===== src/switch_defs.svh =====
`ifndef SWITCH_DEFS_SVH
`define SWITCH_DEFS_SVH

// port count of the switch
`define SW_NUM_PORTS 6

// frame size limits in bytes
`define SW_MIN_FRAME 8
`define SW_MAX_FRAME 64   // also the buffer depth

// upper 40 bits of a local destination 02:00:00:00:00
`define SW_MAC_PREFIX 40'h02_00_00_00_00

// idle cycles on an output between two frames
`define SW_TX_GAP 2

`endif


===== src/switch_pkg.sv =====
`default_nettype none

package switch_pkg;

   // one frame byte and one line nibble
   typedef logic [7:0] byte_t;
   typedef logic [3:0] nibble_t;

   typedef logic [2:0] port_idx_t;   // switch port number
   typedef logic [6:0] frame_len_t;  // byte count up to 64

   typedef logic [47:0] mac_t;

   // ingress buffer FSM
   typedef enum logic [1:0]
   {
      ST_IDLE,   // waiting for a frame start
      ST_RECV,   // writing bytes
      ST_WAIT,   // accepted frame waits for a grant
      ST_SEND    // reading out to the fabric
   } ingr_state_t;

endpackage

`default_nettype wire


===== src/port_rx.sv =====
`timescale 1ns/1ps
`default_nettype none

module port_rx
(
   input  logic                clk,
   input  logic                rst_n_i,
   input  logic                rx_dv_i,
   input  switch_pkg::nibble_t rx_nibble_i,
   output switch_pkg::byte_t   rx_byte_o,
   output logic                rx_byte_vld_o,
   output logic                rx_sof_o,
   output logic                rx_eof_o
);

   logic                phase_q;   // 1 when the high nibble is due
   switch_pkg::nibble_t low_q;
   logic                dv_q;
   logic                first_q;   // next byte is the first of the frame

   // low nibble is held until its partner arrives
   always_ff @(posedge clk)
   begin
      if (rx_dv_i && !phase_q)
         low_q <= rx_nibble_i;
      if (rx_dv_i && phase_q)
         rx_byte_o <= {rx_nibble_i, low_q};
   end

   always_ff @(posedge clk)
   begin
      if (!rst_n_i)
      begin
         phase_q       <= 1'b0;
         dv_q          <= 1'b0;
         first_q       <= 1'b0;
         rx_byte_vld_o <= 1'b0;
         rx_sof_o      <= 1'b0;
         rx_eof_o      <= 1'b0;
      end
      else
      begin
         dv_q          <= rx_dv_i;
         rx_byte_vld_o <= rx_dv_i && phase_q;
         rx_sof_o      <= rx_dv_i && phase_q && first_q;
         rx_eof_o      <= dv_q && !rx_dv_i;           // falling edge of dv
         phase_q       <= rx_dv_i ? !phase_q : 1'b0;  // odd trailing nibble dropped here
         if (rx_dv_i && !dv_q)
            first_q <= 1'b1;                          // rising edge of dv
         else if (rx_dv_i && phase_q)
            first_q <= 1'b0;
      end
   end

   // each byte pairs two nibbles sampled while dv was high
   a_byte_pair: assert property (@(posedge clk) disable iff (!rst_n_i)
      rx_byte_vld_o |-> $past(rx_dv_i) && $past(rx_dv_i, 2));

endmodule

`default_nettype wire


===== src/ingress_buffer.sv =====
`timescale 1ns/1ps
`default_nettype none
`include "switch_defs.svh"

module ingress_buffer
#(
   parameter int PORT_ID = 0
)
(
   input  logic                  clk,
   input  logic                  rst_n_i,
   input  switch_pkg::byte_t     rx_byte_i,
   input  logic                  rx_byte_vld_i,
   input  logic                  rx_sof_i,
   input  logic                  rx_eof_i,
   input  logic                  fwd_gnt_i,
   output logic                  fwd_req_o,
   output switch_pkg::port_idx_t fwd_port_o,
   output switch_pkg::byte_t     out_byte_o,
   output logic                  out_vld_o,
   output logic                  out_last_o
);

   localparam int AW = $clog2(`SW_MAX_FRAME);

   switch_pkg::byte_t       mem [`SW_MAX_FRAME];
   switch_pkg::ingr_state_t state_q;
   switch_pkg::frame_len_t  len_q;
   switch_pkg::frame_len_t  rd_ptr_q;
   switch_pkg::mac_t        mac_q;
   logic                    too_long_q;   // frame ran past the buffer
   logic                    phase_q;      // read pacing of one byte per 2 cycles

   logic                    wr_en;
   logic [AW-1:0]           wr_addr;
   logic                    rd_en;
   logic                    rd_last;
   logic [7:0]              dst_m1;
   switch_pkg::port_idx_t   dst_port;
   logic                    accept;

   assign wr_en   = rx_byte_vld_i &&
                    ((state_q == switch_pkg::ST_IDLE && rx_sof_i) ||
                     (state_q == switch_pkg::ST_RECV &&
                      len_q < switch_pkg::frame_len_t'(`SW_MAX_FRAME)));
   assign wr_addr = (state_q == switch_pkg::ST_IDLE) ? '0 : len_q[AW-1:0];

   assign rd_en   = (state_q == switch_pkg::ST_SEND) && !phase_q;
   assign rd_last = (rd_ptr_q == len_q - 7'd1);

   // static table sends 02:00:00:00:00:0N to port N-1
   assign dst_m1   = mac_q[7:0] - 8'd1;
   assign dst_port = dst_m1[2:0];
   assign accept   = !too_long_q &&
                     len_q >= switch_pkg::frame_len_t'(`SW_MIN_FRAME) &&
                     mac_q[47:8] == `SW_MAC_PREFIX &&
                     mac_q[7:0] >= 8'd1 &&
                     mac_q[7:0] <= 8'(`SW_NUM_PORTS) &&
                     dst_port != switch_pkg::port_idx_t'(PORT_ID);

   always_ff @(posedge clk)
   begin
      if (wr_en)
         mem[wr_addr] <= rx_byte_i;
      if (wr_en && (state_q == switch_pkg::ST_IDLE || len_q < 7'd6))
         mac_q <= {mac_q[39:0], rx_byte_i};   // MSB first
      if (rd_en)
         out_byte_o <= mem[rd_ptr_q[AW-1:0]];
   end

   always_ff @(posedge clk)
   begin
      if (!rst_n_i)
      begin
         state_q    <= switch_pkg::ST_IDLE;
         len_q      <= '0;
         rd_ptr_q   <= '0;
         too_long_q <= 1'b0;
         phase_q    <= 1'b0;
         fwd_req_o  <= 1'b0;
         fwd_port_o <= '0;
         out_vld_o  <= 1'b0;
         out_last_o <= 1'b0;
      end
      else
      begin
         out_vld_o  <= 1'b0;
         out_last_o <= 1'b0;
         case (state_q)
            switch_pkg::ST_IDLE:
            begin
               if (rx_sof_i && rx_byte_vld_i)
               begin
                  len_q      <= 7'd1;
                  too_long_q <= 1'b0;
                  state_q    <= switch_pkg::ST_RECV;
               end
            end
            switch_pkg::ST_RECV:
            begin
               if (rx_eof_i)
               begin
                  if (accept)
                  begin
                     fwd_req_o  <= 1'b1;
                     fwd_port_o <= dst_port;
                     state_q    <= switch_pkg::ST_WAIT;
                  end
                  else
                     state_q <= switch_pkg::ST_IDLE;   // dropped
               end
               else if (rx_byte_vld_i)
               begin
                  if (wr_en)
                     len_q <= len_q + 7'd1;
                  else
                     too_long_q <= 1'b1;
               end
            end
            switch_pkg::ST_WAIT:
            begin
               if (fwd_gnt_i)
               begin
                  rd_ptr_q <= '0;
                  phase_q  <= 1'b0;
                  state_q  <= switch_pkg::ST_SEND;
               end
            end
            default:
            begin
               phase_q <= !phase_q;
               if (rd_en)
               begin
                  out_vld_o  <= 1'b1;
                  out_last_o <= rd_last;
                  rd_ptr_q   <= rd_ptr_q + 7'd1;
                  if (rd_last)
                  begin
                     fwd_req_o <= 1'b0;
                     state_q   <= switch_pkg::ST_IDLE;
                  end
               end
            end
         endcase
      end
   end

   // bytes only leave while the fabric holds the grant for this input
   a_vld_in_gnt: assert property (@(posedge clk) disable iff (!rst_n_i)
      out_vld_o |-> fwd_gnt_i);

endmodule

`default_nettype wire


===== src/switch_fabric.sv =====
`timescale 1ns/1ps
`default_nettype none
`include "switch_defs.svh"

module switch_fabric
(
   input  logic                      clk,
   input  logic                      rst_n_i,
   input  logic [`SW_NUM_PORTS-1:0]  fwd_req_i,
   input  switch_pkg::port_idx_t     fwd_port_i [`SW_NUM_PORTS],
   input  switch_pkg::byte_t         out_byte_i [`SW_NUM_PORTS],
   input  logic [`SW_NUM_PORTS-1:0]  out_vld_i,
   input  logic [`SW_NUM_PORTS-1:0]  out_last_i,
   output logic [`SW_NUM_PORTS-1:0]  fwd_gnt_o,
   output switch_pkg::byte_t         tx_byte_o [`SW_NUM_PORTS],
   output logic [`SW_NUM_PORTS-1:0]  tx_byte_vld_o
);

   localparam int N     = `SW_NUM_PORTS;
   localparam int HOLD  = `SW_TX_GAP + 2;   // tx pipeline drains in 2 cycles
   localparam int GAP_W = $clog2(HOLD + 1);

   switch_pkg::port_idx_t rr_ptr_q [N];
   switch_pkg::port_idx_t owner_q  [N];
   logic [N-1:0]          busy_q;
   logic [GAP_W-1:0]      gap_q    [N];

   logic [N-1:0]          win_vld;
   switch_pkg::port_idx_t win_idx  [N];
   logic [N-1:0]          gnt_mat  [N];   // [output][input]
   logic [N-1:0]          gnt_col  [N];   // [input][output]

   // round robin search where the input closest to the pointer wins
   always_comb
   begin
      int idx;
      for (int o = 0; o < N; o++)
      begin
         win_vld[o] = 1'b0;
         win_idx[o] = '0;
         for (int k = N - 1; k >= 0; k--)
         begin
            idx = (int'(rr_ptr_q[o]) + k) % N;
            if (fwd_req_i[idx] && fwd_port_i[idx] == switch_pkg::port_idx_t'(o))
            begin
               win_vld[o] = 1'b1;
               win_idx[o] = switch_pkg::port_idx_t'(idx);
            end
         end
      end
   end

   for (genvar o = 0; o < N; o++)
   begin : g_out
      always_ff @(posedge clk)
      begin
         if (!rst_n_i)
         begin
            rr_ptr_q[o]      <= '0;
            owner_q[o]       <= '0;
            busy_q[o]        <= 1'b0;
            gap_q[o]         <= '0;
            tx_byte_vld_o[o] <= 1'b0;
         end
         else
         begin
            tx_byte_vld_o[o] <= busy_q[o] && out_vld_i[owner_q[o]];
            if (busy_q[o])
            begin
               if (out_vld_i[owner_q[o]] && out_last_i[owner_q[o]])
               begin
                  busy_q[o] <= 1'b0;
                  gap_q[o]  <= GAP_W'(HOLD);
               end
            end
            else if (gap_q[o] != '0)
               gap_q[o] <= gap_q[o] - GAP_W'(1);
            else if (win_vld[o])
            begin
               busy_q[o]   <= 1'b1;
               owner_q[o]  <= win_idx[o];
               rr_ptr_q[o] <= (win_idx[o] == switch_pkg::port_idx_t'(N - 1)) ?
                              '0 : win_idx[o] + 3'd1;
            end
         end
      end

      // one register stage on the byte path
      always_ff @(posedge clk)
         tx_byte_o[o] <= out_byte_i[owner_q[o]];

      for (genvar i = 0; i < N; i++)
      begin : g_in
         assign gnt_mat[o][i] = busy_q[o] && owner_q[o] == switch_pkg::port_idx_t'(i);
         assign gnt_col[i][o] = gnt_mat[o][i];
      end

      // the granted input keeps pointing at this output until it is released
      a_out_owner: assert property (@(posedge clk) disable iff (!rst_n_i)
         busy_q[o] |-> fwd_port_i[owner_q[o]] == switch_pkg::port_idx_t'(o));
   end

   for (genvar i = 0; i < N; i++)
   begin : g_gnt
      assign fwd_gnt_o[i] = |gnt_col[i];

      a_in_one: assert property (@(posedge clk) disable iff (!rst_n_i)
         $onehot0(gnt_col[i]));
   end

endmodule

`default_nettype wire


===== src/port_tx.sv =====
`timescale 1ns/1ps
`default_nettype none

module port_tx
(
   input  logic                clk,
   input  logic                rst_n_i,
   input  switch_pkg::byte_t   tx_byte_i,
   input  logic                tx_byte_vld_i,
   output logic                tx_en_o,
   output switch_pkg::nibble_t tx_nibble_o
);

   switch_pkg::byte_t byte_q;
   logic              busy_q;
   logic              phase_q;   // 0 low nibble, 1 high nibble

   always_ff @(posedge clk)
   begin
      if (tx_byte_vld_i)
         byte_q <= tx_byte_i;
   end

   always_ff @(posedge clk)
   begin
      if (!rst_n_i)
      begin
         busy_q  <= 1'b0;
         phase_q <= 1'b0;
      end
      else if (tx_byte_vld_i)
      begin
         busy_q  <= 1'b1;
         phase_q <= 1'b0;
      end
      else if (busy_q && !phase_q)
         phase_q <= 1'b1;
      else
      begin
         busy_q  <= 1'b0;   // pair done with no next byte
         phase_q <= 1'b0;
      end
   end

   assign tx_en_o     = busy_q;
   assign tx_nibble_o = !busy_q ? 4'h0 :
                        phase_q ? byte_q[7:4] : byte_q[3:0];

endmodule

`default_nettype wire


===== src/switch_top.sv =====
`timescale 1ns/1ps
`default_nettype none
`include "switch_defs.svh"

module switch_top
(
   input  logic                      clk,
   input  logic                      rst_n_i,
   input  logic [`SW_NUM_PORTS-1:0]  rx_dv_i,
   input  switch_pkg::nibble_t       rx_nibble_i [`SW_NUM_PORTS],
   output logic [`SW_NUM_PORTS-1:0]  tx_en_o,
   output switch_pkg::nibble_t       tx_nibble_o [`SW_NUM_PORTS]
);

   // receive side
   wire switch_pkg::byte_t     rx_byte     [`SW_NUM_PORTS];
   wire [`SW_NUM_PORTS-1:0]    rx_byte_vld;
   wire [`SW_NUM_PORTS-1:0]    rx_sof;
   wire [`SW_NUM_PORTS-1:0]    rx_eof;

   // buffer to fabric
   wire [`SW_NUM_PORTS-1:0]    fwd_req;
   wire [`SW_NUM_PORTS-1:0]    fwd_gnt;
   wire switch_pkg::port_idx_t fwd_port    [`SW_NUM_PORTS];
   wire switch_pkg::byte_t     out_byte    [`SW_NUM_PORTS];
   wire [`SW_NUM_PORTS-1:0]    out_vld;
   wire [`SW_NUM_PORTS-1:0]    out_last;

   // fabric to transmitters
   wire switch_pkg::byte_t     tx_byte     [`SW_NUM_PORTS];
   wire [`SW_NUM_PORTS-1:0]    tx_byte_vld;

   for (genvar g = 0; g < `SW_NUM_PORTS; g++)
   begin : g_port
      port_rx u_rx
      (
         .clk           (clk),
         .rst_n_i       (rst_n_i),
         .rx_dv_i       (rx_dv_i[g]),
         .rx_nibble_i   (rx_nibble_i[g]),
         .rx_byte_o     (rx_byte[g]),
         .rx_byte_vld_o (rx_byte_vld[g]),
         .rx_sof_o      (rx_sof[g]),
         .rx_eof_o      (rx_eof[g])
      );

      ingress_buffer #(.PORT_ID(g)) u_ibuf
      (
         .clk           (clk),
         .rst_n_i       (rst_n_i),
         .rx_byte_i     (rx_byte[g]),
         .rx_byte_vld_i (rx_byte_vld[g]),
         .rx_sof_i      (rx_sof[g]),
         .rx_eof_i      (rx_eof[g]),
         .fwd_gnt_i     (fwd_gnt[g]),
         .fwd_req_o     (fwd_req[g]),
         .fwd_port_o    (fwd_port[g]),
         .out_byte_o    (out_byte[g]),
         .out_vld_o     (out_vld[g]),
         .out_last_o    (out_last[g])
      );

      port_tx u_tx
      (
         .clk           (clk),
         .rst_n_i       (rst_n_i),
         .tx_byte_i     (tx_byte[g]),
         .tx_byte_vld_i (tx_byte_vld[g]),
         .tx_en_o       (tx_en_o[g]),
         .tx_nibble_o   (tx_nibble_o[g])
      );
   end

   switch_fabric u_fabric
   (
      .clk           (clk),
      .rst_n_i       (rst_n_i),
      .fwd_req_i     (fwd_req),
      .fwd_port_i    (fwd_port),
      .out_byte_i    (out_byte),
      .out_vld_i     (out_vld),
      .out_last_i    (out_last),
      .fwd_gnt_o     (fwd_gnt),
      .tx_byte_o     (tx_byte),
      .tx_byte_vld_o (tx_byte_vld)
   );

endmodule

`default_nettype wire


===== config.mk =====
export PLATFORM = sky130hd
export DESIGN_NAME = switch_top
export DESIGN_NICKNAME = d
export VERILOG_FILES = /design/src/switch_pkg.sv /design/src/port_rx.sv /design/src/ingress_buffer.sv /design/src/switch_fabric.sv /design/src/port_tx.sv /design/src/switch_top.sv
export VERILOG_INCLUDE_DIRS = /design/src
export SDC_FILE = /design/constraint.sdc
export NUM_CORES = 2
export LEC_CHECK = 0
export BUFFER_PORTS_ARGS = -buffer_cell sky130_fd_sc_hd__buf_2
export CAP_MARGIN = 10
export CORE_MARGIN = 4
export CORE_UTILIZATION = 35
export DETAILED_ROUTE_END_ITERATION = 7
export PLACE_DENSITY_LB_ADDON = 0.1
export SYNTH_ARGS = -nofsm -noshare
export SYNTH_HDL_FRONTEND = slang
export SYNTH_SLANG_ARGS = --single-unit

===== constraint.sdc =====
create_clock -name clk -period 4.5 [get_ports clk]
set_clock_uncertainty 0.15 [all_clocks]
set_input_delay 0.225 -clock clk [delete_from_list [all_inputs] [get_ports clk]]
set_output_delay 0.225 -clock clk [all_outputs]
set_load 0.02 [all_outputs]

==> flow_summary.toml <==
[detailed_routing]
final_antenna_net_count = 0
drtPass1Iterations = 6
drt-total-wl_um = 404000
drc = 0
vias = 80360
first_iter_violations = 6876
viasPerCell = 5.299
wl_per_cell_um = 26.64

[die]
start_util_pct = 35.12
die-area_um2 = 457700
rows = 245
dieHeight_um = 676.6
fp.dieW_um = 676.6
coreArea_um2 = 445400
io-pin-count = 62

[synth]
synthFlopType = "edfxtp_1"
syn_inst = 8275
synth_edf_count = 3582
netlist.area_leader.share_pct = 68.76
synthesis.area_um2 = 156400
ys_seq_area_share_pct = 71.98
syn-num-nets = 8465
syn_area_per_cell_um2 = 18.91
ys_ff_latch = 3834
ys_types = 112
synth_area_leaders = "edfxtp_1, mux4_2, dfxtp_1"
ys.warnings.count = 0
async_flop_share_pct = 0
synth_area_leader_cell = "edfxtp_1"

[final_layout]
mostFrequentLayoutCell = "edfxtp_1"
syn_to_final_growth_pct = 15.65
fin_nets = 9066
utilization_pct = 40.62
drive_above_1_share_pct = 25.30
multiInputGateArea_um2 = 41680
n_fill_cell = 39480
regArea_um2 = 112700
layout_common_cells = "edfxtp_1, mux4_2, nor2_1"

[placement]
gp_congestion = 0.8382
io_buffer_count = 61
dpl.hpwl_um = 260400

[worst_hold_path]
hold_end = "g_port[0].u_rx.rx_byte_vld_o"
hold_path_class = "in2reg"
hold_path_depth = 3
hp-start = "rx_dv_i[0]"

[global_route]
grt_use_total_pct = 17.35
grt_pass1_vias = 82330
grt_pass1_wl_um = 592200
antenna_found_initial = 20
grt_max_degree = 66
grt-ovfl-total = 0

[critical_path]
crit_chain = "ha_2, xnor2_4, ha_1, nor2b_1, or3b_1, a21o_1, a32o_1, mux2i_1, o21ai_0, a211oi_1, nor3_2, ha_1, nor2_1, mux2i_1, nor2_1"
start_kind = "register"
critPathRequiredTime_ns = 5.02
critPathKind = "reg2reg"
arrival_ns = 4.89
critPathCaptureType = "register"
crit_fanout = 11
crit_buf_inv = 0
slowest_delay_ns = 0.64
slowest_stage = "edfxtp_1"
rrSetupSlack_ns = 0.13
r2r-end = "u_fabric.rr_ptr_q[0][5]"
regToRegStartpoint = "u_fabric.rr_ptr_q[0][4]"
critPathTopFamily = "simple AND/OR/NAND/NOR gates"
worst_r2r_path_depth = 15

[clock_tree]
cts_num_sinks = 3834
cts_max_path_buffers = 4
clkTransAtPathRegs_ns = 0.06
htree_levels = 5
cts_tree = "done"
cts_buffers = 421
root_buffer = "clkbuf_16"
clock_latency_ns = 0.99

[sta]
worstMarginPinSlew_ns = 1.138
min_period_ns = 4.371
finalHoldViolations = 0
fin_crit_sh_pct = 97.13
timing.slew.headroom_pct = 24.12
fmax_mhz = 228.8
rsz0062_at_grt = "yes"
drv_slew = 0
setup_viol = 0

[job]
cap_violations = 0

[power_and_ir_drop]
finalPower_mw = 77.48
peakVddDrop_uv = 349.0
powerDensity_nw_per_um2 = 428.2
p_leak_nw = 55.98

[outcome]
status = "finished clean"
area by class of cell:
class,count,share of cell area (%)
clock buffer,518,6.196
inverter,191,0.4011
tap,5928,4.100
sequential,3834,62.27
antenna,9,0.01245
timing repair buffer,577,2.685
multi-input combinational,3851,23.04
clock inverter,258,1.295
how the worst max path moves through the flow:
stage	to	slack, ns	startpoint	depth (start not counted)
2_1_floorplan	u_fabric.rr_ptr_q[2][2]	0.43	u_fabric.rr_ptr_q[2][0]	16
3_3_place_gp	u_fabric.rr_ptr_q[2][2]	0.14	u_fabric.rr_ptr_q[2][1]	15
3_5_place_dp	u_fabric.rr_ptr_q[0][5]	0.02	u_fabric.rr_ptr_q[0][4]	17
4_1_cts	u_fabric.rr_ptr_q[0][5]	0.02	u_fabric.rr_ptr_q[0][4]	15
5_1_grt	u_fabric.rr_ptr_q[0][5]	-0.1	u_fabric.rr_ptr_q[0][4]	15
6_report	u_fabric.rr_ptr_q[0][5]	0.13	u_fabric.rr_ptr_q[0][4]	15
power by group:
group / switching [mW] / internal [mW] / total, mW
logic: 2.67 / 1.63 / 4.30
registers: 0.361 / 39.1 / 39.5
clock network: 14.3 / 19.4 / 33.7
routing by layer:
layer / vias up / track usage (%) / share of wire [%]
met4: 0 / 3.801 / 2.2
met3: 542 / 2.348 / 4.6
li1: 34950 / - / -
met5: - / 0 / 0
met1: 42910 / 24.78 / 45
met2: 1964 / 28.36 / 48
through the flow:
stage,instance area [µm²],cells,setup WS (ns),TNS (ns),hold WS [ns]
final,180900,15170,0.1289,0,0.06857
after global routing,180900,15160,-0.09931,-0.2116,0.06434
after CTS,180600,15150,0.02208,0,0.001598
after detailed placement,166500,14310,0.02361,0,0.2387
after global placement,166500,14310,0.1391,0,0.2395
after floorplan,156400,8275,0.4266,0,0.1508
sequential cells by signal, indices dropped and copies added, names as in the netlist, 12 cells and up:
register	flops
g_port.u_ibuf.mem	3072
g_port.u_ibuf.mac_q	288
g_port.u_ibuf.out_byte_o	48
g_port.u_rx.rx_byte_o	48
g_port.u_tx.byte_q	48
u_fabric.tx_byte_o	48
g_port.u_ibuf.len_q	42
g_port.u_ibuf.rd_ptr_q	42
g_port.u_rx.low_q	24
g_port.u_ibuf.fwd_port_o	18
u_fabric.gap_q	18
u_fabric.owner_q	18
u_fabric.rr_ptr_q	18
g_port.u_ibuf.state_q	12
worst reg2reg max path: cells and delay by family (launching register included):
kind                     cells  cell delay (ns)
adder cells (fa/ha/maj)      3             0.97
AND/OR/NAND/NOR              5             1.10
flip-flops                   1             0.64
AO/OA/AOI/OAI                4             0.73
multiplexers                 2             0.36
XOR/XNOR                     1             0.18
cells by family after synthesis:
logic type	Yosys count	synth area share, %
AO/OA/AOI/OAI	621	2.669
adder cells (fa/ha/maj)	158	1.264
flip-flops	3834	71.98
AND/OR/NAND/NOR	1734	5.525
multiplexers	1216	16.36
XOR/XNOR	122	0.7142
buffers and inverters	590	1.493
Yosys cell counts (all sizes together) (38+ instances only):
cell and instances:
edfxtp 3582, mux4 1070, nor2 684, nand2 293, dfxtp 252, clkbuf 243, inv 186, ha 158
buf 156, o21ai 155, a21oi 151, mux2i 130, nor4 107, nor2b 104, nand3 97, xor2 71
nor3 69, nand4 62, xnor2 51, and2 42, nand2b 38
timing repair:
item / in CTS / in global routing
resized for setup: 0 / 26
setup buffers: 0 / 7
endpoints found under the setup margin: 0 / 31
hold buffers: 61 / 0
endpoints found under the hold margin: 248 / 0
Note: power is estimated with default switching activity, not from simulation.
